===== src/common/decode_cfg.svh =====
`ifndef DECODE_CFG_SVH
`define DECODE_CFG_SVH

// instruction word width.
`define DEC_ILEN 32

// instruction memory geometry.
`define DEC_IMEM_AW 8
`define DEC_IMEM_DEPTH 256

// immediate width after sign extension.
`define DEC_XLEN 64

`endif


===== src/design/imem_arbiter.sv =====
`include "decode_cfg.svh"

module imem_arbiter (
	input  logic                    clk,
	input  logic                    arst_n,
	input  logic [1:0]              req,
	input  logic [`DEC_IMEM_AW-1:0] addr [2],
	output logic [1:0]              gnt,
	output logic                    mem_en,
	output logic [`DEC_IMEM_AW-1:0] mem_addr
);

	// lane granted most recently.
	logic last;

	always_comb
	begin
		case (req)
			2'b01: gnt = 2'b01;
			2'b10: gnt = 2'b10;
			2'b11: gnt = last ? 2'b01 : 2'b10;
			default: gnt = 2'b00;
		endcase
	end

	assign mem_en   = |gnt;
	assign mem_addr = gnt[1] ? addr[1] : addr[0];

	// starts at 1 so lane 0 wins the first tie.
	always_ff @(posedge clk or negedge arst_n)
	begin
		if (!arst_n)
			last <= 1'b1;
		else if (|gnt)
			last <= gnt[1];
	end

endmodule


===== config.mk =====
export PLATFORM = sky130hd
export DESIGN_NAME = imem_arbiter
export DESIGN_NICKNAME = d
export VERILOG_FILES = /design/src/design/imem_arbiter.sv
export VERILOG_INCLUDE_DIRS = /design/src /design/src/common
export SDC_FILE = /design/constraint.sdc
export NUM_CORES = 1
export LEC_CHECK = 0
export ABC_AREA = 0
export BUFFER_PORTS_ARGS = -buffer_cell sky130_fd_sc_hd__buf_4
export CELL_PAD_IN_SITES_DETAIL_PLACEMENT = 2
export CELL_PAD_IN_SITES_GLOBAL_PLACEMENT = 2
export CORE_MARGIN = 8
export CORE_UTILIZATION = 10
export CTS_CLUSTER_SIZE = 28
export DETAILED_ROUTE_END_ITERATION = 8
export MAX_ROUTING_LAYER = met4
export PLACE_DENSITY_LB_ADDON = 0.1
export SETUP_SLACK_MARGIN = 0.2
export SYNTH_ARGS = -nofsm -noshare
export SYNTH_HDL_FRONTEND = slang
export SYNTH_SLANG_ARGS = --single-unit

===== constraint.sdc =====
create_clock -name clk -period 1.1 [get_ports clk]
set_input_delay 0.055 -clock clk [delete_from_list [all_inputs] [get_ports clk]]
set_output_delay 0.055 -clock clk [all_outputs]
set_load 0.005 [all_outputs]

==> flow_metrics.py <==
metrics = {
    "clock_tree": {
        "clk_pin_slew_ns": 0,
        "clk-insertion-delay-late_ns": 0,
    },
    "layout": {
        "fin_area_sq_um": 495.5,
        "largest_register_ffs": 1,
        "multi_input_comb_area_sq_um": 172.7,
        "final_util": 0.3289,
        "area_delta_synth_final_pct": 207.0,
        "drive_above_1_share": 0.9388,
        "fillerInstances": 176,
        "regMostFlops": "last",
        "largestRegisters": "last x1",
        "nets": 71,
        "ff_latch_area_sq_um": 26.28,
        "diodes": 0,
    },
    "timing": {
        "setup_slack_ns": -0.06728,
        "max_freq_mhz": 856.7,
        "period_share": 1.061,
        "drv_slew": 0,
        "rsz0062_at_grt": "true",
        "fin_hold_ws_ns": 0.2712,
        "setup_viol": 9,
        "slew_headroom": 0.8248,
        "fin_crit_ns": 1.167,
        "tightestPinTransition_ns": 0.2621,
        "hold_violations": 0,
        "finalClockSkew_ns": 0,
    },
    "grt": {
        "antenna_found_initial": 0,
        "grt_pass1_wl_mm": 1.683,
        "grt_max_degree": 6,
        "grt_pass1_vias": 314,
        "grt_overflow": 0,
        "grt.total_usage": 0.06468,
    },
    "die": {
        "dieArea_sq_mm": 0.003156,
        "die_h_um": 56.18,
        "num_rows": 14,
        "io_pins": 31,
        "core_area_sq_mm": 0.001506,
        "die_w_um": 56.18,
        "start_util": 0.1071,
    },
    "critical_path": {
        "crit_fanout": 5,
        "required_ns": 1.04,
        "crit_type": "flop to output pin",
        "worstPathArrival_ns": 1.11,
        "worst_setup_path_start_kind": "flop",
        "end_kind": "output pin",
        "worst_r2r_path_depth": 4,
        "max_stage_delay_ns": 0.57,
        "crit_slowest_cell": "dfstp_2",
        "path_cells": "a21boi_4, mux2_4, buf_6",
    },
    "synth": {
        "yosysTopAreaCell": "mux2_2",
        "avgSynthCellArea_sq_um": 10.76,
        "yosysSeqAreaShare": 0.1628,
        "netlist_instances": 15,
        "syn_area_sq_um": 161.4,
        "yosysWarningCount": 0,
        "ys_types": 8,
        "synth_top_cell_area_share": 0.5581,
        "synth_seq_cells": 1,
        "syn_nets": 35,
        "synth_area_leaders": "mux2_2 56%, dfstp_2 16%, a21boi_4 12%, a21boi_0 4.7%, or2_2 3.9%",
    },
    "drt": {
        "ant_nets": 0,
        "avgRoutedWirePerCell_um": 16.26,
        "routed_wl_mm": 1.057,
        "route.detailed.drc": 0,
        "dr.pass1.iters": 3,
        "routed_via_density": 4.015,
        "vias": 261,
        "first_iter_violations": 1,
    },
    "job": {
        "maxCapViolations": 0,
    },
    "min_path": {
        "min_path_cells": 2,
        "min_path_type": "input port to flop",
    },
    "placed_design": {
        "dpl.hpwl_um": 879.5,
        "place_area_sq_um": 414.1,
        "gp_congestion": 0.6968,
        "port_buffers": 30,
    },
    "status": {
        "status": "finished with violations",
        "violations": "setup timing",
    },
    "pwr": {
        "ir_worst_vdd_v": 0.0001372,
        "p_leak_nw": 0.2572,
        "p_per_area_mw_per_mm2": 607.3,
    },
}
-- synthesized netlist by cell type --
cell type	number
or2_2	1
a21oi_1	1
dfstp_2	1
a21boi_4	1
inv_1	1
mux2_2	8
a21boi_0	1
nor2_1	1
-- through the flow --
stage	setup slack (ns)	setup TNS, ns	std cells	power [mW]
global route	-0.08963	-0.6368	65	0.3220
CTS	-0.08756	-0.6743	64	0.2869
floorplan	0.04866	0	15	0.1161
global placement	-0.1031	-0.8070	62	0.2365
finish	-0.06728	-0.3925	65	0.3009
detailed placement	-0.1342	-0.9878	62	0.2448
-- cell usage in the layout (no fill, tap or decap) --
master	count
mux2_2	3
dlygate4sd3_1	1
nor2_1	1
or2_2	1
dfstp_2	1
a21oi_1	1
mux2_4	5
a21boi_4	2
buf_4	26
buf_6	6
inv_2	1
a21boi_2	1
-- critical path, delay by kind of cell (launching register included) --
kind | cells | cell delay [ns]
muxes | 1 | 0.32
buffers and inverters | 1 | 0.12
DFF | 1 | 0.57
AOI/OAI and AO/OA | 1 | 0.11
-- metal layers --
metal  vias to the layer above  part of all wire  wire length, um  global-route usage
met5                         -                 0                0                   -
met4                         0                 0                0                   0
met3                         0             0.076               80             0.01826
met1                       124              0.30              318             0.05323
met2                        12              0.62              658              0.1410
li1                        125                 -                -                   -
-- power by group --
part,internal (mW),switching [mW]
combinational,0.168,0.0752
sequential,0.0474,0.0106
clock,0,0
total,0.215,0.0858
-- final cells by class --
class | instances | area share
timing repair buffer | 33 | 0.5505
multi-input combinational | 14 | 0.3485
sequential | 1 | 0.05303
tap | 16 | 0.04040
inverter | 1 | 0.007576
-- final timing paths --
| kind | from | end | slack, ns |
|---|---|---|---|
| setup / recovery | last$_DFFE_PN1P_ | mem_addr[3] | -0.07 |
| hold / removal | req[0] | last$_DFFE_PN1P_ | 0.27 |
| setup reg to reg | last$_DFFE_PN1P_ | last$_DFFE_PN1P_ | 0.09 |
| hold reg to reg | last$_DFFE_PN1P_ | last$_DFFE_PN1P_ | 0.76 |
| max in group asynchronous | arst_n | last$_DFFE_PN1P_ | 0.54 |
| min in group asynchronous | arst_n | last$_DFFE_PN1P_ | 0.54 |
-- kinds of logic after synthesis --
logic type,count (synthesis),share of synthesized area
AOI/OAI and AO/OA,3,0.1938
buffers and inverters,1,0.02323
DFF,1,0.1628
muxes,8,0.5582
and+or+nand+nor,2,0.06202
-- what timing repair did --
action / 4_1_cts / 5_1_grt
cloned: 1 / 0
endpoints found under the setup margin: 9 / 10
endpoints found under the hold margin: 1 / 0
resized for setup: 11 / 4
pin swaps: 2 / 3
hold buffers: 1 / 0
setup buffers: 0 / 1
Power figures use the tool's default switching activity.
