===== config.mk =====
export PLATFORM = sky130hd
export DESIGN_NAME = decode_lane
export DESIGN_NICKNAME = d
export VERILOG_FILES = /design/src/common/rv_isa_pkg.sv /design/src/common/decode_pkg.sv /design/src/decoder/field_extract.sv /design/src/decoder/instr_decode.sv /design/src/design/decode_lane.sv
export VERILOG_INCLUDE_DIRS = /design/src /design/src/common
export SDC_FILE = /design/constraint.sdc
export NUM_CORES = 1
export LEC_CHECK = 0
export ABC_CLOCK_PERIOD_IN_PS = 3400
export BUFFER_PORTS_ARGS = -buffer_cell sky130_fd_sc_hd__buf_2
export CAP_MARGIN = 10
export CORE_MARGIN = 2
export CORE_UTILIZATION = 36
export CTS_CLUSTER_SIZE = 28
export DETAILED_ROUTE_END_ITERATION = 8
export MAX_ROUTING_LAYER = met4
export PLACE_DENSITY = 0.6
export SLEW_MARGIN = 20
export SYNTH_ARGS = -nofsm -noshare
export SYNTH_HDL_FRONTEND = slang
export SYNTH_HIERARCHICAL = 1
export SYNTH_SLANG_ARGS = --single-unit

===== constraint.sdc =====
create_clock -name clk -period 3.4 [get_ports clk]
set_clock_uncertainty 0.05 [all_clocks]
set_input_delay 0.68 -clock clk [delete_from_list [all_inputs] [get_ports clk]]
set_output_delay 0.68 -clock clk [all_outputs]
set_load 0.005 [all_outputs]

===== src/common/decode_cfg.svh =====
`ifndef DECODE_CFG_SVH
`define DECODE_CFG_SVH

// instruction word width.
`define DEC_ILEN 32

// instruction memory geometry.
`define DEC_IMEM_AW 8
`define DEC_IMEM_DEPTH 256

// immediate width after sign extension.
`define DEC_XLEN 64

`endif


===== src/common/rv_isa_pkg.sv =====
package rv_isa_pkg;

	// ####################
	// major opcodes, bits [6:0].
	typedef enum logic [6:0] {
		OPC_LOAD      = 7'b0000011,
		OPC_MISC_MEM  = 7'b0001111,
		OPC_OP_IMM    = 7'b0010011,
		OPC_AUIPC     = 7'b0010111,
		OPC_OP_IMM_32 = 7'b0011011,
		OPC_STORE     = 7'b0100011,
		OPC_OP        = 7'b0110011,
		OPC_LUI       = 7'b0110111,
		OPC_OP_32     = 7'b0111011,
		OPC_BRANCH    = 7'b1100011,
		OPC_JALR      = 7'b1100111,
		OPC_JAL       = 7'b1101111,
		OPC_SYSTEM    = 7'b1110011
	} opc_e;

	// instruction formats.
	typedef enum logic [2:0] {
		FMT_R,
		FMT_I,
		FMT_S,
		FMT_B,
		FMT_U,
		FMT_J,
		FMT_UNKNOWN
	} fmt_e;

	// ####################
	// mnemonics, rv64i base plus m extension.
	typedef enum logic [6:0] {
		OP_UNKNOWN,
		OP_LUI, OP_AUIPC, OP_JAL, OP_JALR,
		OP_BEQ, OP_BNE, OP_BLT, OP_BGE, OP_BLTU, OP_BGEU,
		OP_LB, OP_LH, OP_LW, OP_LD, OP_LBU, OP_LHU, OP_LWU,
		OP_SB, OP_SH, OP_SW, OP_SD,
		OP_ADDI, OP_SLTI, OP_SLTIU, OP_XORI, OP_ORI, OP_ANDI,
		OP_SLLI, OP_SRLI, OP_SRAI,
		OP_ADDIW, OP_SLLIW, OP_SRLIW, OP_SRAIW,
		OP_ADD, OP_SUB, OP_SLL, OP_SLT, OP_SLTU,
		OP_XOR, OP_SRL, OP_SRA, OP_OR, OP_AND,
		OP_ADDW, OP_SUBW, OP_SLLW, OP_SRLW, OP_SRAW,
		OP_FENCE, OP_FENCE_I, OP_ECALL, OP_EBREAK,
		OP_MUL, OP_MULH, OP_MULHSU, OP_MULHU,
		OP_DIV, OP_DIVU, OP_REM, OP_REMU,
		OP_MULW, OP_DIVW, OP_DIVUW, OP_REMW, OP_REMUW
	} op_e;

endpackage


===== src/common/decode_pkg.sv =====
package decode_pkg;

	// instructions that need their own printing rule.
	typedef enum logic [1:0] {
		SP_NONE,
		SP_FENCE,
		SP_SYSTEM,
		SP_JALR
	} special_e;

	// attribute flags carried with every decoded record.
	typedef struct packed {
		logic     is_load;
		logic     is_mem;          // operand printed as offset(base).
		logic     is_unsigned;
		logic     is_arith_shift;
		special_e special;
	} dec_flags_t;

endpackage


===== src/decoder/field_extract.sv =====
`include "decode_cfg.svh"

module field_extract import rv_isa_pkg::*; (
	input  logic [`DEC_ILEN-1:0] instr,
	input  fmt_e                 fmt,
	output logic [4:0]           rd,
	output logic [4:0]           rs1,
	output logic [4:0]           rs2,
	output logic [`DEC_XLEN-1:0] imm
);

	localparam int XL = `DEC_XLEN;

	logic sign;

	assign sign = instr[31];

	// ####################
	// register fields, zero where the format has none.
	assign rd  = (fmt inside {FMT_R, FMT_I, FMT_U, FMT_J}) ? instr[11:7] : 5'd0;
	assign rs1 = (fmt inside {FMT_R, FMT_I, FMT_S, FMT_B}) ? instr[19:15] : 5'd0;
	assign rs2 = (fmt inside {FMT_R, FMT_S, FMT_B}) ? instr[24:20] : 5'd0;

	// ####################
	// immediates, always sign extended from bit 31.
	always_comb
	begin
		case (fmt)
			FMT_I:
				imm = {{(XL-12){sign}}, instr[31:20]};
			FMT_S:
				imm = {{(XL-12){sign}}, instr[31:25], instr[11:7]};
			FMT_B:
			begin
				imm = {{(XL-13){sign}}, instr[31], instr[7], instr[30:25],
					instr[11:8], 1'b0};
			end
			FMT_U:
				imm = {{(XL-32){sign}}, instr[31:12], 12'd0};
			FMT_J:
			begin
				imm = {{(XL-21){sign}}, instr[31], instr[19:12], instr[20],
					instr[30:21], 1'b0};
			end
			default:
				imm = '0;
		endcase
	end

endmodule


===== src/decoder/instr_decode.sv =====
`include "decode_cfg.svh"

module instr_decode import rv_isa_pkg::*, decode_pkg::*; (
	input  logic [`DEC_ILEN-1:0] instr,
	output op_e                  op,
	output fmt_e                 fmt,
	output dec_flags_t           flags,
	output logic [4:0]           rd,
	output logic [4:0]           rs1,
	output logic [4:0]           rs2,
	output logic [`DEC_XLEN-1:0] imm
);

	opc_e        opc;
	fmt_e        opc_fmt;
	logic [16:0] key;

	assign opc = opc_e'(instr[6:0]);
	assign key = {instr[31:25], instr[14:12], instr[6:0]};

	// ####################
	// mnemonic from funct7, funct3 and opcode.
	always_comb
	begin
		casez (key)
			{10'b??????????, OPC_LUI}:         op = OP_LUI;
			{10'b??????????, OPC_AUIPC}:       op = OP_AUIPC;
			{10'b??????????, OPC_JAL}:         op = OP_JAL;
			{7'b???????, 3'b000, OPC_JALR}:    op = OP_JALR;
			{7'b???????, 3'b000, OPC_BRANCH}:  op = OP_BEQ;
			{7'b???????, 3'b001, OPC_BRANCH}:  op = OP_BNE;
			{7'b???????, 3'b100, OPC_BRANCH}:  op = OP_BLT;
			{7'b???????, 3'b101, OPC_BRANCH}:  op = OP_BGE;
			{7'b???????, 3'b110, OPC_BRANCH}:  op = OP_BLTU;
			{7'b???????, 3'b111, OPC_BRANCH}:  op = OP_BGEU;
			{7'b???????, 3'b000, OPC_LOAD}:    op = OP_LB;
			{7'b???????, 3'b001, OPC_LOAD}:    op = OP_LH;
			{7'b???????, 3'b010, OPC_LOAD}:    op = OP_LW;
			{7'b???????, 3'b011, OPC_LOAD}:    op = OP_LD;
			{7'b???????, 3'b100, OPC_LOAD}:    op = OP_LBU;
			{7'b???????, 3'b101, OPC_LOAD}:    op = OP_LHU;
			{7'b???????, 3'b110, OPC_LOAD}:    op = OP_LWU;
			{7'b???????, 3'b000, OPC_STORE}:   op = OP_SB;
			{7'b???????, 3'b001, OPC_STORE}:   op = OP_SH;
			{7'b???????, 3'b010, OPC_STORE}:   op = OP_SW;
			{7'b???????, 3'b011, OPC_STORE}:   op = OP_SD;
			{7'b???????, 3'b000, OPC_OP_IMM}:  op = OP_ADDI;
			{7'b???????, 3'b010, OPC_OP_IMM}:  op = OP_SLTI;
			{7'b???????, 3'b011, OPC_OP_IMM}:  op = OP_SLTIU;
			{7'b???????, 3'b100, OPC_OP_IMM}:  op = OP_XORI;
			{7'b???????, 3'b110, OPC_OP_IMM}:  op = OP_ORI;
			{7'b???????, 3'b111, OPC_OP_IMM}:  op = OP_ANDI;
			// rv64 shifts take a 6-bit shamt, so funct7 bit 0 is free.
			{7'b000000?, 3'b001, OPC_OP_IMM}:  op = OP_SLLI;
			{7'b000000?, 3'b101, OPC_OP_IMM}:  op = OP_SRLI;
			{7'b010000?, 3'b101, OPC_OP_IMM}:  op = OP_SRAI;
			{7'b???????, 3'b000, OPC_OP_IMM_32}: op = OP_ADDIW;
			{7'b0000000, 3'b001, OPC_OP_IMM_32}: op = OP_SLLIW;
			{7'b0000000, 3'b101, OPC_OP_IMM_32}: op = OP_SRLIW;
			{7'b0100000, 3'b101, OPC_OP_IMM_32}: op = OP_SRAIW;
			{7'b0000000, 3'b000, OPC_OP}:      op = OP_ADD;
			{7'b0100000, 3'b000, OPC_OP}:      op = OP_SUB;
			{7'b0000000, 3'b001, OPC_OP}:      op = OP_SLL;
			{7'b0000000, 3'b010, OPC_OP}:      op = OP_SLT;
			{7'b0000000, 3'b011, OPC_OP}:      op = OP_SLTU;
			{7'b0000000, 3'b100, OPC_OP}:      op = OP_XOR;
			{7'b0000000, 3'b101, OPC_OP}:      op = OP_SRL;
			{7'b0100000, 3'b101, OPC_OP}:      op = OP_SRA;
			{7'b0000000, 3'b110, OPC_OP}:      op = OP_OR;
			{7'b0000000, 3'b111, OPC_OP}:      op = OP_AND;
			{7'b0000001, 3'b000, OPC_OP}:      op = OP_MUL;
			{7'b0000001, 3'b001, OPC_OP}:      op = OP_MULH;
			{7'b0000001, 3'b010, OPC_OP}:      op = OP_MULHSU;
			{7'b0000001, 3'b011, OPC_OP}:      op = OP_MULHU;
			{7'b0000001, 3'b100, OPC_OP}:      op = OP_DIV;
			{7'b0000001, 3'b101, OPC_OP}:      op = OP_DIVU;
			{7'b0000001, 3'b110, OPC_OP}:      op = OP_REM;
			{7'b0000001, 3'b111, OPC_OP}:      op = OP_REMU;
			{7'b0000000, 3'b000, OPC_OP_32}:   op = OP_ADDW;
			{7'b0100000, 3'b000, OPC_OP_32}:   op = OP_SUBW;
			{7'b0000000, 3'b001, OPC_OP_32}:   op = OP_SLLW;
			{7'b0000000, 3'b101, OPC_OP_32}:   op = OP_SRLW;
			{7'b0100000, 3'b101, OPC_OP_32}:   op = OP_SRAW;
			{7'b0000001, 3'b000, OPC_OP_32}:   op = OP_MULW;
			{7'b0000001, 3'b100, OPC_OP_32}:   op = OP_DIVW;
			{7'b0000001, 3'b101, OPC_OP_32}:   op = OP_DIVUW;
			{7'b0000001, 3'b110, OPC_OP_32}:   op = OP_REMW;
			{7'b0000001, 3'b111, OPC_OP_32}:   op = OP_REMUW;
			{7'b???????, 3'b000, OPC_MISC_MEM}: op = OP_FENCE;
			{7'b???????, 3'b001, OPC_MISC_MEM}: op = OP_FENCE_I;
			default:                           op = OP_UNKNOWN;
		endcase
		// ecall and ebreak differ only in imm bit 0, every other field is zero.
		if (opc == OPC_SYSTEM && instr[31:21] == '0 && instr[19:7] == '0)
			op = instr[20] ? OP_EBREAK : OP_ECALL;
	end

	// ####################
	// format follows the opcode.
	always_comb
	begin
		case (opc)
			OPC_OP, OPC_OP_32:            opc_fmt = FMT_R;
			OPC_STORE:                    opc_fmt = FMT_S;
			OPC_BRANCH:                   opc_fmt = FMT_B;
			OPC_LUI, OPC_AUIPC:           opc_fmt = FMT_U;
			OPC_JAL:                      opc_fmt = FMT_J;
			OPC_LOAD, OPC_OP_IMM, OPC_OP_IMM_32,
			OPC_JALR, OPC_MISC_MEM, OPC_SYSTEM: opc_fmt = FMT_I;
			default:                      opc_fmt = FMT_UNKNOWN;
		endcase
	end

	assign fmt = (op == OP_UNKNOWN) ? FMT_UNKNOWN : opc_fmt;

	// flags, all zero for OP_UNKNOWN.
	always_comb
	begin
		flags.is_load = op inside {OP_LB, OP_LH, OP_LW, OP_LD, OP_LBU, OP_LHU, OP_LWU};
		flags.is_mem = op inside {OP_LB, OP_LH, OP_LW, OP_LD, OP_LBU, OP_LHU, OP_LWU,
			OP_SB, OP_SH, OP_SW, OP_SD};
		flags.is_unsigned = op inside {OP_BLTU, OP_BGEU, OP_LBU, OP_LHU, OP_LWU,
			OP_SLTIU, OP_SLTU, OP_MULHSU, OP_MULHU, OP_DIVU, OP_REMU,
			OP_DIVUW, OP_REMUW};
		flags.is_arith_shift = op inside {OP_SRAI, OP_SRA, OP_SRAIW, OP_SRAW};
		case (op)
			OP_FENCE, OP_FENCE_I: flags.special = SP_FENCE;
			OP_ECALL, OP_EBREAK:  flags.special = SP_SYSTEM;
			OP_JALR:              flags.special = SP_JALR;
			default:              flags.special = SP_NONE;
		endcase
	end

	field_extract field_extract_i (
		.instr (instr),
		.fmt   (fmt),
		.rd    (rd),
		.rs1   (rs1),
		.rs2   (rs2),
		.imm   (imm)
	);

endmodule


===== src/design/decode_lane.sv =====
`include "decode_cfg.svh"

module decode_lane import rv_isa_pkg::*, decode_pkg::*; (
	input  logic                    clk,
	input  logic                    arst_n,
	input  logic                    start,
	input  logic [`DEC_IMEM_AW-1:0] start_addr,
	input  logic [`DEC_IMEM_AW:0]   count,
	output logic                    rd_req,
	output logic [`DEC_IMEM_AW-1:0] rd_addr,
	input  logic                    rd_gnt,
	input  logic [`DEC_ILEN-1:0]    rd_data,
	output logic                    out_valid,
	output op_e                     out_op,
	output fmt_e                    out_fmt,
	output dec_flags_t              out_flags,
	output logic [4:0]              out_rd,
	output logic [4:0]              out_rs1,
	output logic [4:0]              out_rs2,
	output logic [`DEC_XLEN-1:0]    out_imm,
	output logic                    done,
	output logic                    busy
);

	typedef enum logic [1:0] {
		IDLE,
		REQ,
		WAIT
	} state_e;

	state_e                  state;
	logic [`DEC_IMEM_AW-1:0] addr;
	logic [`DEC_IMEM_AW:0]   remaining;

	op_e                  dec_op;
	fmt_e                 dec_fmt;
	dec_flags_t           dec_flags;
	logic [4:0]           dec_rd;
	logic [4:0]           dec_rs1;
	logic [4:0]           dec_rs2;
	logic [`DEC_XLEN-1:0] dec_imm;

	assign rd_req  = (state == REQ);
	assign rd_addr = addr;
	// the done cycle still counts as busy.
	assign busy    = (state != IDLE) || done;

	// ####################
	// fetch sequencer.
	always_ff @(posedge clk or negedge arst_n)
	begin
		if (!arst_n)
		begin
			state     <= IDLE;
			addr      <= '0;
			remaining <= '0;
			out_valid <= 1'b0;
			done      <= 1'b0;
		end
		else
		begin
			out_valid <= 1'b0;
			done      <= 1'b0;
			case (state)
				IDLE:
				begin
					if (start && !busy && count != '0)
					begin
						state     <= REQ;
						addr      <= start_addr;
						remaining <= count;
					end
				end
				REQ:
				begin
					if (rd_gnt)
						state <= WAIT;
				end
				WAIT:
				begin
					// word is on rd_data now.
					out_valid <= 1'b1;
					addr      <= addr + 1'b1;
					remaining <= remaining - 1'b1;
					if (remaining == 1)
					begin
						done  <= 1'b1;
						state <= IDLE;
					end
					else
						state <= REQ;
				end
				default:
					state <= IDLE;
			endcase
		end
	end

	// record register.
	always_ff @(posedge clk)
	begin
		if (state == WAIT)
		begin
			out_op    <= dec_op;
			out_fmt   <= dec_fmt;
			out_flags <= dec_flags;
			out_rd    <= dec_rd;
			out_rs1   <= dec_rs1;
			out_rs2   <= dec_rs2;
			out_imm   <= dec_imm;
		end
	end

	instr_decode instr_decode_i (
		.instr (rd_data),
		.op    (dec_op),
		.fmt   (dec_fmt),
		.flags (dec_flags),
		.rd    (dec_rd),
		.rs1   (dec_rs1),
		.rs2   (dec_rs2),
		.imm   (dec_imm)
	);

endmodule


==> metrics.cfg, run 1 <==
[clock_tree]
cts_hold_buf=0
cts_tree=yes
cts.sinks=116
clk_pin_slew_ns=0.06
clock_path_buffers=2
cts_buffers=17
cts_max_level=4
cts-root-buf=clkbuf_16
clk_latency_ns=0.41

[timing]
tns_ns=-5.11
min_period_ns=3.53
rsz0062_at_grt=true
worst_slack_ns=-0.132
fmax_mhz=283
finalSetupViolations=63
hold_violations=0
fin_crit_sh_pct=104
hold_ws_ns=0.168
slew_headroom_pct=61.7
slew_violations=0
worstMarginPinSlew_ns=0.575

[cells_and_area]
design_area_um2=9910
final_nets=932
drive_above_1_share_pct=52.0
area_delta_synth_final_pct=49.3
diodes=0

[routing]
wirelength_um=21500
firstDrtPassIters=5
post-route-drc-count=0
wl_per_cell_um=19.3
dr.first_iter.drc_count=411
drtAntennaViolNets=0
routed-via-count=6103
viasPerCell=5.47

[floorplan]
die_height_um=140
dieArea_um2=19600
start_util_pct=36.8
row_count=49
coreArea_um2=18000
die_x_um=140
ios=160

[synth]
syn_nets=649
syn-cell-area_um2=6640
syn_avg_cell_area_um2=11.2
ys_seq_area_share_pct=50.9
synthFlopType=edfxtp_1
synthCells=591
synth_area_leaders=edfxtp_1, dfrtp_1, buf_4
yosys_warnings=6
synth.distinct_cells=85
ys_async_sr_fraction_pct=18.1
yosys.area.top_type=edfxtp_1
ys_ff_latch=116
synthTopCellsByCount=edfxtp_1, buf_4, nand2_1
synth-edff-count=95
yosysTopAreaCellShare_pct=43.0
synth.most_common_cell=edfxtp_1

[placement]
dpl_cell_area_um2=8420
hpwl_um=15200
numPortBuffers=159
gp_congestion=0.971

[worst_setup_path]
reg2reg_depth=3
crit_arrival_ns=3.64
crit_type=input pin to flop
critPathCaptureType=flop
start_kind=input pin
worstPathRequired_ns=3.51
crit_fanout=16

[global_routing]
grt.total_usage_pct=21.6
overflow=0
antenna_found_initial=0
grt_pass1_wl_um=32000
grt_max_degree=67
grt_pass1_vias=5853

[pwr]
ir_drop_uv=433
power_uw=4930
p_leak_uw=0.00433
powerDensity_nw_per_um2=498

[worst_hold_path]
hold_path_class=input pin to asynchronous set/reset pin

[status]
violations=setup timing
outcome=finished with violations

[job]
drv_cap=0

cell families after synthesis:
| logic type | count (synthesis) | synth area share, % |
|---|---|---|
| AO/OA/AOI/OAI | 128 | 14.1 |
| XOR/XNOR | 4 | 0.528 |
| adder cells (fa/ha/maj) | 5 | 0.942 |
| buffers and inverters | 81 | 8.38 |
| flip-flops | 116 | 50.9 |
| multiplexers | 4 | 0.659 |
| AND/OR/NAND/NOR | 253 | 24.5 |
critical path, stage by stage:
cell and delay (ns):
buf_6 0.12, buf_6 0.15, xor2_1 0.21, o21ai_0 0.30, o22ai_1 0.17, nor3_2 0.23, buf_4 0.14, nand3_2 0.12
nor4_4 0.36, a21o_1 0.22, inv_4 0.05, ha_4 0.23, and3b_2 0.27, o21bai_4 0.22, and2_4 0.17
per-stage QoR:
step,utilization [%],cells,worst slack [ns]
after floorplan,-,591,-0.670
after global placement,46.7,1045,-0.757
after detailed placement,46.7,1045,-0.781
after CTS,52.0,1092,0.00122
after global routing,55.0,1116,-0.219
final,55.0,1116,-0.132
power breakdown:
group	switching, µW	internal [µW]
Clock	640	1170
Sequential	176	1840
Combinational	605	501
worst paths after layout:
path | to | from | slack, ns
max in group asynchronous | done | arst_n | 2.80
hold reg to reg | done | remaining[8] | 0.44
setup / recovery | out_imm[8] | rd_data[12] | -0.13
min in group clk | rd_addr[2] | start_addr[2] | 0.43
hold / removal | remaining[5] | arst_n | 0.17
setup reg to reg | out_fmt[1] | state[0] | 1.27
sequential cells by signal (all words and copies together) (netlist names):
signal     count
done           1
out_flags      6
out_fmt        3
out_imm       64
out_op         7
out_rd         5
out_rs1        5
out_rs2        5
out_valid      1
rd_addr        8
remaining      9
state          2
layout make-up:
| type | count | area [µm²] |
|---|---|---|
| clock buffers | 20 | 447 |
| clock inverters | 12 | 158 |
| fillers | 1554 | 8110 |
| inverters | 13 | 53.8 |
| multi-input cells | 398 | 3190 |
| flip-flops and latches | 116 | 3380 |
| well taps | 229 | 287 |
| repair buffers | 328 | 2400 |
per-layer routing:
layer	up-vias	share of wire, %	GRT usage [%]
met2	293	49	34.5
li1	2822	-	-
met4	0	2.7	8.47
met5	-	0	-
met1	2939	41	26.7
met3	49	7.1	4.99
layout by cell type (no fill, tap or decap), drive strengths merged, types with 5 or more instances in the layout:
cell type / count
and4: 5
nor4b: 6
edfxtp: 95
nand2: 39
clkbuf: 27
inv: 14
ha: 5
or3: 11
nor3: 22
buf: 321
nand4: 12
a21o: 20
dfrtp: 21
o21ai: 25
nand3: 23
a211oi: 8
and3b: 5
clkinv: 6
nor4: 17
nand4b: 6
nor2b: 21
a32oi: 9
nand3b: 8
nor2: 29
o211ai: 9
and2: 15
or4: 5
a21oi: 16
nand2b: 10
timing repair:
action                                  CTS  global route
gates cloned                              3             7
pin swaps                                17            36
resized for setup                        56            61
buffers inserted                         12            17
endpoints found under the setup margin   74            74
Power figures use the tool's default switching activity.
==> run 2: changes to the inputs <==
--- a/config.mk
+++ b/config.mk
@@ -6,15 +6,16 @@
 export SDC_FILE = /design/constraint.sdc
 export NUM_CORES = 1
 export LEC_CHECK = 0
+export ABC_AREA = 1
 export ABC_CLOCK_PERIOD_IN_PS = 3400
 export BUFFER_PORTS_ARGS = -buffer_cell sky130_fd_sc_hd__buf_2
 export CAP_MARGIN = 10
 export CORE_MARGIN = 2
-export CORE_UTILIZATION = 36
+export CORE_UTILIZATION = 30
 export CTS_CLUSTER_SIZE = 28
 export DETAILED_ROUTE_END_ITERATION = 8
 export MAX_ROUTING_LAYER = met4
-export PLACE_DENSITY = 0.6
+export PLACE_DENSITY = 0.52
 export SLEW_MARGIN = 20
 export SYNTH_ARGS = -nofsm -noshare
 export SYNTH_HDL_FRONTEND = slang
==> run 2 against run 1 <==
The run now ends clean. Maximum frequency grew 12%. Critical path depth grew 6. Count of clock-buffer cells in the layout shrank 3. Utilization shrank 14 points. Synthesized cell count grew 50%. Setup slack gained 0.39 ns. First-iteration DRC count grew 35%. Critical path type unchanged. Sequential share of layout area grew 0.53 points. Non-clock buffer count shrank 28. Die area grew 30%. Global-route usage shrank 3.0 points.
==> metrics.cfg, run 2 <==
[synth]
syn_nets=943  ; +45%
synthFlopType=edfxtp_1
synthCells=885  ; +50%
ys_seq_area_share_pct=46.8  ; -4.1 points
yosys.area.top_type=edfxtp_1
ys_async_sr_fraction_pct=18.1  ; unchanged
synth.most_common_cell=nand2_1
synth.distinct_cells=46  ; -46%
syn-cell-area_um2=7220  ; +8.8%
yosysTopAreaCellShare_pct=39.5  ; -3.5 points
synthTopCellsByCount=nand2_1, nor2_1, edfxtp_1
ys_ff_latch=116  ; unchanged
synth-edff-count=95  ; unchanged
synth_area_leaders=edfxtp_1, nand2_1, dfrtp_1
yosys_warnings=6  ; unchanged
syn_avg_cell_area_um2=8.16  ; -27%

[timing]
hold_ws_ns=0.175  ; +0.00652 ns
worstMarginPinSlew_ns=0.535  ; -0.0400 ns
fin_crit_sh_pct=92.5  ; -11 points
rsz0062_at_grt=false
slew_headroom_pct=64.3  ; +2.6 points
slew_violations=0  ; unchanged
finalSetupViolations=0  ; -100%
fmax_mhz=318  ; +12%
min_period_ns=3.15  ; -0.386 ns
hold_violations=0  ; unchanged

[clock_tree]
cts_buffers=17  ; unchanged
clk_latency_ns=0.42  ; about the same
clk_pin_slew_ns=0.07  ; about the same
clock_path_buffers=2  ; unchanged
cts-root-buf=clkbuf_16
cts_tree=yes
cts_max_level=4  ; unchanged
cts.sinks=116  ; unchanged

[worst_setup_path]
crit_type=input pin to flop
crit_arrival_ns=3.27  ; -0.37 ns
start_kind=input pin
cp_top_family=simple AND/OR/NAND/NOR gates
worstPathCellList=buf_2 -> nand2_1 -> buf_4 -> nor2_1 -> buf_4 -> nand4_1 -> nand2_1 -> nor3_1 -> nand3_1 -> nor2_1 -> nand3b_1 -> inv_1 -> nand2_1 -> nand2_1 -> inv_4 -> ha_1 -> inv_2 -> nand2_8 -> buf_4 -> nand2_1 -> o21ai_2
crit_fanout=7  ; -9
crit_top_cell=nand2_1
worstPathRequired_ns=3.52  ; about the same
cp_slowest_cell=ha_1
path_buf_inv=7  ; +3
cpPeakStageDelay_ns=0.33  ; -0.03 ns
critPathCaptureType=flop

[global_routing]
grt_pass1_wl_um=35900  ; +12%
antenna_found_initial=2  ; +2
grt.total_usage_pct=18.6  ; -3.0 points
overflow=0  ; unchanged
grt_max_degree=56  ; -16%
grt_pass1_vias=6513  ; +11%

[pwr]
p_sw_uw=1690  ; +19%
p_sw_share_pct=32.8  ; +4.0 points
share_comb_of_total_power_pct=25.7  ; +3.3 points
p_seq_share_pct=40.4  ; -0.4 points
p_leak_uw=0.00463  ; +6.8%
ir_drop_uv=301  ; -30%
powerDensity_nw_per_um2=526  ; +5.8%
clkPwrFrac_pct=33.9  ; -2.9 points
cell_internal_pwr_uw=3450  ; -1.7%

[routing]
wl_per_cell_um=15.4  ; -20%
wirelength_um=23000  ; +6.6%
firstDrtPassIters=6  ; +1
drtAntennaViolNets=0  ; unchanged
dr.first_iter.drc_count=556  ; +35%
viasPerCell=4.61  ; -16%
routed-via-count=6861  ; +12%
post-route-drc-count=0  ; unchanged

[placement]
dpl_cell_area_um2=9110  ; +8.2%
numPortBuffers=159  ; unchanged
gp_congestion=0.957  ; -1.5%
hpwl_um=18100  ; +19%

[floorplan]
dieArea_um2=25300  ; +30%
row_count=56  ; +14%
ios=160  ; unchanged
die_x_um=159  ; +14%
coreArea_um2=23500  ; +31%
start_util_pct=30.7  ; -6.2 points
die_height_um=159  ; +14%

[cells_and_area]
nFillCells=2442  ; +57%
layout_common_cells=nand2_1, buf_2, buf_4
seqCellArea_um2=3380  ; unchanged
regMostFlops=out_imm
layout_commonest_cell=nand2_1
final_nets=1213  ; +30%
drive_above_1_share_pct=36.2  ; -16 points
largest_reg_flops=64  ; unchanged
design_area_um2=9760  ; -1.5%
multiInputGateArea_um2=3130  ; -1.7%
area_delta_synth_final_pct=35.2

[job]
drv_cap=0  ; unchanged

[status]
outcome=completed

[worst_hold_path]
hold_path_class=input pin to asynchronous set/reset pin

[run 2: cell types whose count changed after synthesis, sizes merged, moves of 15 or more]
cell,delta
nand3,+81
nand2,+196
inv,+84
nor2b,-20
a21o,-19
nand4,+20
and2,-15
nor2,+133
[run 2: layout make-up]
type                    instances  share of cell area [%]
clock buffers                  17                    4.36
multi-input cells             622                    32.1
inverters                      98                    3.79
well taps                     319                    4.09
diodes                          2                  0.0513
clock inverters                15                    1.53
repair buffers                300                    19.5
flip-flops and latches        116                    34.6
[run 2: path summary, 6_finish.rpt]
| check | cells past startpoint | endpoint | slack [ns] | start |
|---|---|---|---|---|
| max reg2reg | 7 | remaining[1] | 1.55 | state[1] |
| min reg2reg | 1 | state[1] | 0.46 | state[1] |
| min | 1 | remaining[3] | 0.17 | arst_n |
| max in group asynchronous | 1 | out_valid | 2.77 | arst_n |
| min in group clk | 3 | state[1] | 0.45 | rd_gnt |
| max | 21 | out_imm[30] | 0.25 | rd_data[0] |
[run 2: worst register-to-register path, stage by stage, from the launching register on]
cell	delay, ns
dfrtp_1	0.40
inv_2	0.09
nor2_4	0.42
inv_2	0.36
nand2_1	0.16
o21ai_0	0.11
nand2_2	0.10
o21ai_2	0.05
[run 2: per-stage QoR]
| step | power (µW) | util (%) | setup slack, ns | TNS (ns) | cells |
|---|---|---|---|---|---|
| floorplan | 2860 | - | 0.0283 | 0 | 885 |
| global placement | 3430 | 38.7 | -0.332 | -18.62 | 1449 |
| detailed placement | 3440 | 38.7 | -0.322 | -16.40 | 1449 |
| CTS | 5200 | 41.1 | 0.121 | 0 | 1481 |
| global route | 5440 | 41.5 | 0.0000342 | 0 | 1489 |
| finish | 5140 | 41.5 | 0.254 | 0 | 1489 |
[run 2: timing repair]
| item | CTS | global route |
|---|---|---|
| endpoints found under the setup margin | 0 | 63 |
| hold buffers | 0 | 0 |
| buffers inserted | 0 | 5 |
| resized for setup | 0 | 8 |
[run 2: cell families after synthesis]
kind of cell	after synthesis	synth area share, %
XOR/XNOR	1	0.121
AND/OR/NAND/NOR	558	36.6
flip-flops	116	46.8
AO/OA/AOI/OAI	57	5.02
buffers and inverters	148	10.6
adder cells (fa/ha/maj)	5	0.866
[run 2: metal layers]
metal / global-route usage (%) / vias up / routed length [µm]
li1: - / 3457 / -
met1: 24.0 / 3184 / 10600
met2: 30.0 / 195 / 11100
met3: 3.54 / 25 / 964
met4: 4.96 / 0 / 340
met5: - / - / 0
[run 2: power by group through the flow]
stage	Sequential, µW	Clock (µW)	Combinational (µW)
floorplan	2110	0	749
global placement	2110	0	1320
detailed placement	2110	0	1330
CTS	2080	1790	1340
global route	2110	1850	1480
finish	2080	1740	1320
==> run 3: changes to the inputs <==
--- a/config.mk
+++ b/config.mk
@@ -15,7 +15,7 @@
 export CTS_CLUSTER_SIZE = 28
 export DETAILED_ROUTE_END_ITERATION = 8
 export MAX_ROUTING_LAYER = met4
-export PLACE_DENSITY = 0.52
+export PLACE_DENSITY_LB_ADDON = 0.08
 export SLEW_MARGIN = 20
 export SYNTH_ARGS = -nofsm -noshare
 export SYNTH_HDL_FRONTEND = slang
==> run 3 against run 2 <==
Non-clock buffer count up 11. Count of clock-buffer cells in the layout stayed put. First-iteration DRC count shrank 21%. Die area stayed put. Highest routed layer unchanged. Largest power group unchanged. Setup slack got worse by 0.012 ns. Global-route usage up 0.36 points. Critical endpoint is now out_imm[6]. Clock power about the same. Routed wire length grew 0.61%. Worst hold slack better by 0.012 ns. Sequential power hardly changed. Design area grew 1.1%.
==> metrics.cfg, run 3 (same netlist as run 2, synthesis figures left out) <==
[placement]
hpwl_um=18100  ; -0.11%
dpl.cell_count=1465  ; +1.1%
gp_congestion=0.964  ; +0.71%
numPortBuffers=159  ; unchanged
dpl_cell_area_um2=9230  ; +1.3%

[cells_and_area]
design_area_um2=9870  ; +1.1%
diodes=0  ; -2
layout_commonest_cell=nand2_1
multiInputGateArea_um2=3150  ; +0.56%
layout_common_cells=nand2_1, buf_2, buf_4
nFillCells=2463  ; +0.86%
area_delta_synth_final_pct=36.6
seqCellArea_um2=3380  ; unchanged
final_nets=1223  ; +0.82%
drive_above_1_share_pct=37.2  ; +0.97 points
regMostFlops=out_imm
fin_util_pct=41.9  ; +0.45 points
final_cells=1497  ; +0.54%
largest_reg_flops=64  ; unchanged

[timing]
worstMarginPinSlew_ns=0.523  ; -0.0123 ns
hold_violations=0  ; unchanged
finalSetupViolations=0  ; unchanged
fmax_mhz=317  ; -0.38%
fin_crit_sh_pct=92.9  ; +0.35 points
min_period_ns=3.16  ; +0.0119 ns
hold_ws_ns=0.187  ; +0.0120 ns
slew_violations=0  ; unchanged
slew_headroom_pct=64.3  ; about the same

[worst_setup_path]
crit_fanout=7  ; unchanged
start_kind=input pin
endpoint=out_imm[6]
worst-path-stages=23  ; +9.5%
cp-startpoint=rd_data[12]
path_buf_inv=6  ; -1
crit_top_cell=nand2_1
rr_startpoint=state[1]
worstPathCellList=clkbuf_4 -> nor2_2 -> nand2_1 -> nor2_4 -> nand3_1 -> nand2_1 -> nor2_1 -> nand2_1 -> nor2_1 -> buf_4 -> nand2_1 -> nor2_1 -> nand3b_1 -> inv_1 -> nand2_1 -> nand2_1 -> inv_4 -> ha_1 -> inv_2 -> nand2_8 -> buf_4 -> nand2_1 -> nor2_1
crit_type=input pin to flop
cp_slowest_cell=ha_1
worstPathRequired_ns=3.51  ; about the same
cpPeakStageDelay_ns=0.25  ; -0.08 ns
critPathCaptureType=flop
cp_top_family=simple AND/OR/NAND/NOR gates
r2r_slack_ns=1.69  ; +0.14 ns
reg2reg_depth=6  ; -1
reg2reg_to=rd_addr[4]
crit_arrival_ns=3.27  ; about the same

[worst_hold_path]
hold_path_class=input pin to asynchronous set/reset pin

[clock_tree]
clk_latency_ns=0.41  ; about the same
clk_pin_slew_ns=0.07  ; about the same
cts.sinks=116  ; unchanged
cts_buffers=17  ; unchanged
cts_max_level=4  ; unchanged
cts_tree=yes
cts-root-buf=clkbuf_16
cts_hold_buf=0  ; unchanged
clock_path_buffers=2  ; unchanged

[global_routing]
overflow=0  ; unchanged
grt_pass1_wl_um=36500  ; +1.4%
antenna_found_initial=0  ; -2
grt_pass1_vias=6601  ; +1.4%
grt.total_usage_pct=18.9  ; +0.36 points
grt_max_degree=100  ; +79%

[status]
outcome=completed

[routing]
firstDrtPassIters=5  ; -1
drtAntennaViolNets=0  ; unchanged
post-route-drc-count=0  ; unchanged
wl_per_cell_um=15.4  ; about the same
viasPerCell=4.54  ; -1.6%
dr.first_iter.drc_count=439  ; -21%
routed-via-count=6789  ; -1.0%
wirelength_um=23100  ; +0.61%

[floorplan]
dieArea_um2=25300  ; unchanged
ios=160  ; unchanged
die_x_um=159  ; unchanged
die_height_um=159  ; unchanged
row_count=56  ; unchanged
start_util_pct=30.7  ; unchanged
coreArea_um2=23500  ; unchanged

[pwr]
powerDensity_nw_per_um2=522  ; -0.89%
p_leak_uw=0.00468  ; +1.2%
ir_drop_uv=303  ; +0.69%

[job]
drv_cap=0  ; unchanged

run 3: cell count changes in the layout (fill, tap and decap cells not counted), moves of 2 or more:
| cell | before | now |
|---|---|---|
| buf_4 | 137 | 148 |
| nor2_4 | 10 | 12 |
| nor2_2 | 16 | 19 |
| clkinv_2 | 2 | 0 |
| clkinvlp_4 | 3 | 1 |
| inv_8 | 3 | 5 |
| diode_2 | 2 | 0 |
| nor2_1 | 134 | 129 |
| clkinv_8 | 0 | 2 |
run 3: layout make-up:
cell class | instances | share of cell area, %
Clock buffer | 17 | 4.31
Clock inverter | 15 | 1.60
Inverter | 98 | 3.75
Multi-Input combinational cell | 621 | 31.9
Sequential cell | 116 | 34.2
Tap cell | 319 | 4.04
Timing Repair Buffer | 311 | 20.2
run 3: worst min-delay path by stage:
stage	endpoint	slack [ns]	startpoint
3_3_place_gp	remaining[8]	0.47	remaining[8]
5_1_grt	rd_addr[0]	0.22	arst_n
2_1_floorplan	done	0.33	arst_n
3_5_place_dp	done	0.47	state[0]
6_report	rd_addr[0]	0.19	arst_n
4_1_cts	rd_addr[0]	0.18	arst_n
run 3: per-stage QoR:
step	TNS, ns	worst slack, ns	total power, µW
after floorplan	0	0.0283	2860
after CTS	0	0.102	5230
after detailed placement	-17.09	-0.341	3440
after global placement	-20.26	-0.361	3440
after global routing	-0.000446	-0.000446	5470
final	0	0.242	5150
run 3: worst reg2reg max path: stages, from the launching register on:
cell and delay (ns):
dfrtp_1 0.41, inv_2 0.09, nor2_4 0.19, buf_12 0.42, nand3_1 0.15, o22ai_1 0.22, a21oi_2 0.08
run 3: where the power goes:
| part | internal [µW] | total, µW | switching, µW |
|---|---|---|---|
| clock network | 980 | 1750 | 770 |
| logic | 520 | 1320 | 804 |
| registers | 1910 | 2070 | 169 |
run 3: what timing repair did:
item | 4_1_cts | 5_1_grt
endpoints found under the setup margin | 0 | 74
setup buffers | 0 | 0
resized for setup | 0 | 16
run 3: metal layers:
metal / vias up / global-route usage (%) / part of all wire (%) / wire (µm)
met3: 30 / 3.23 / 4.2 / 962
met4: 0 / 6.82 / 2.6 / 609
met2: 183 / 29.2 / 46 / 10600
met5: - / - / 0 / 0
li1: 3478 / - / - / -
met1: 3098 / 25.1 / 47 / 10900
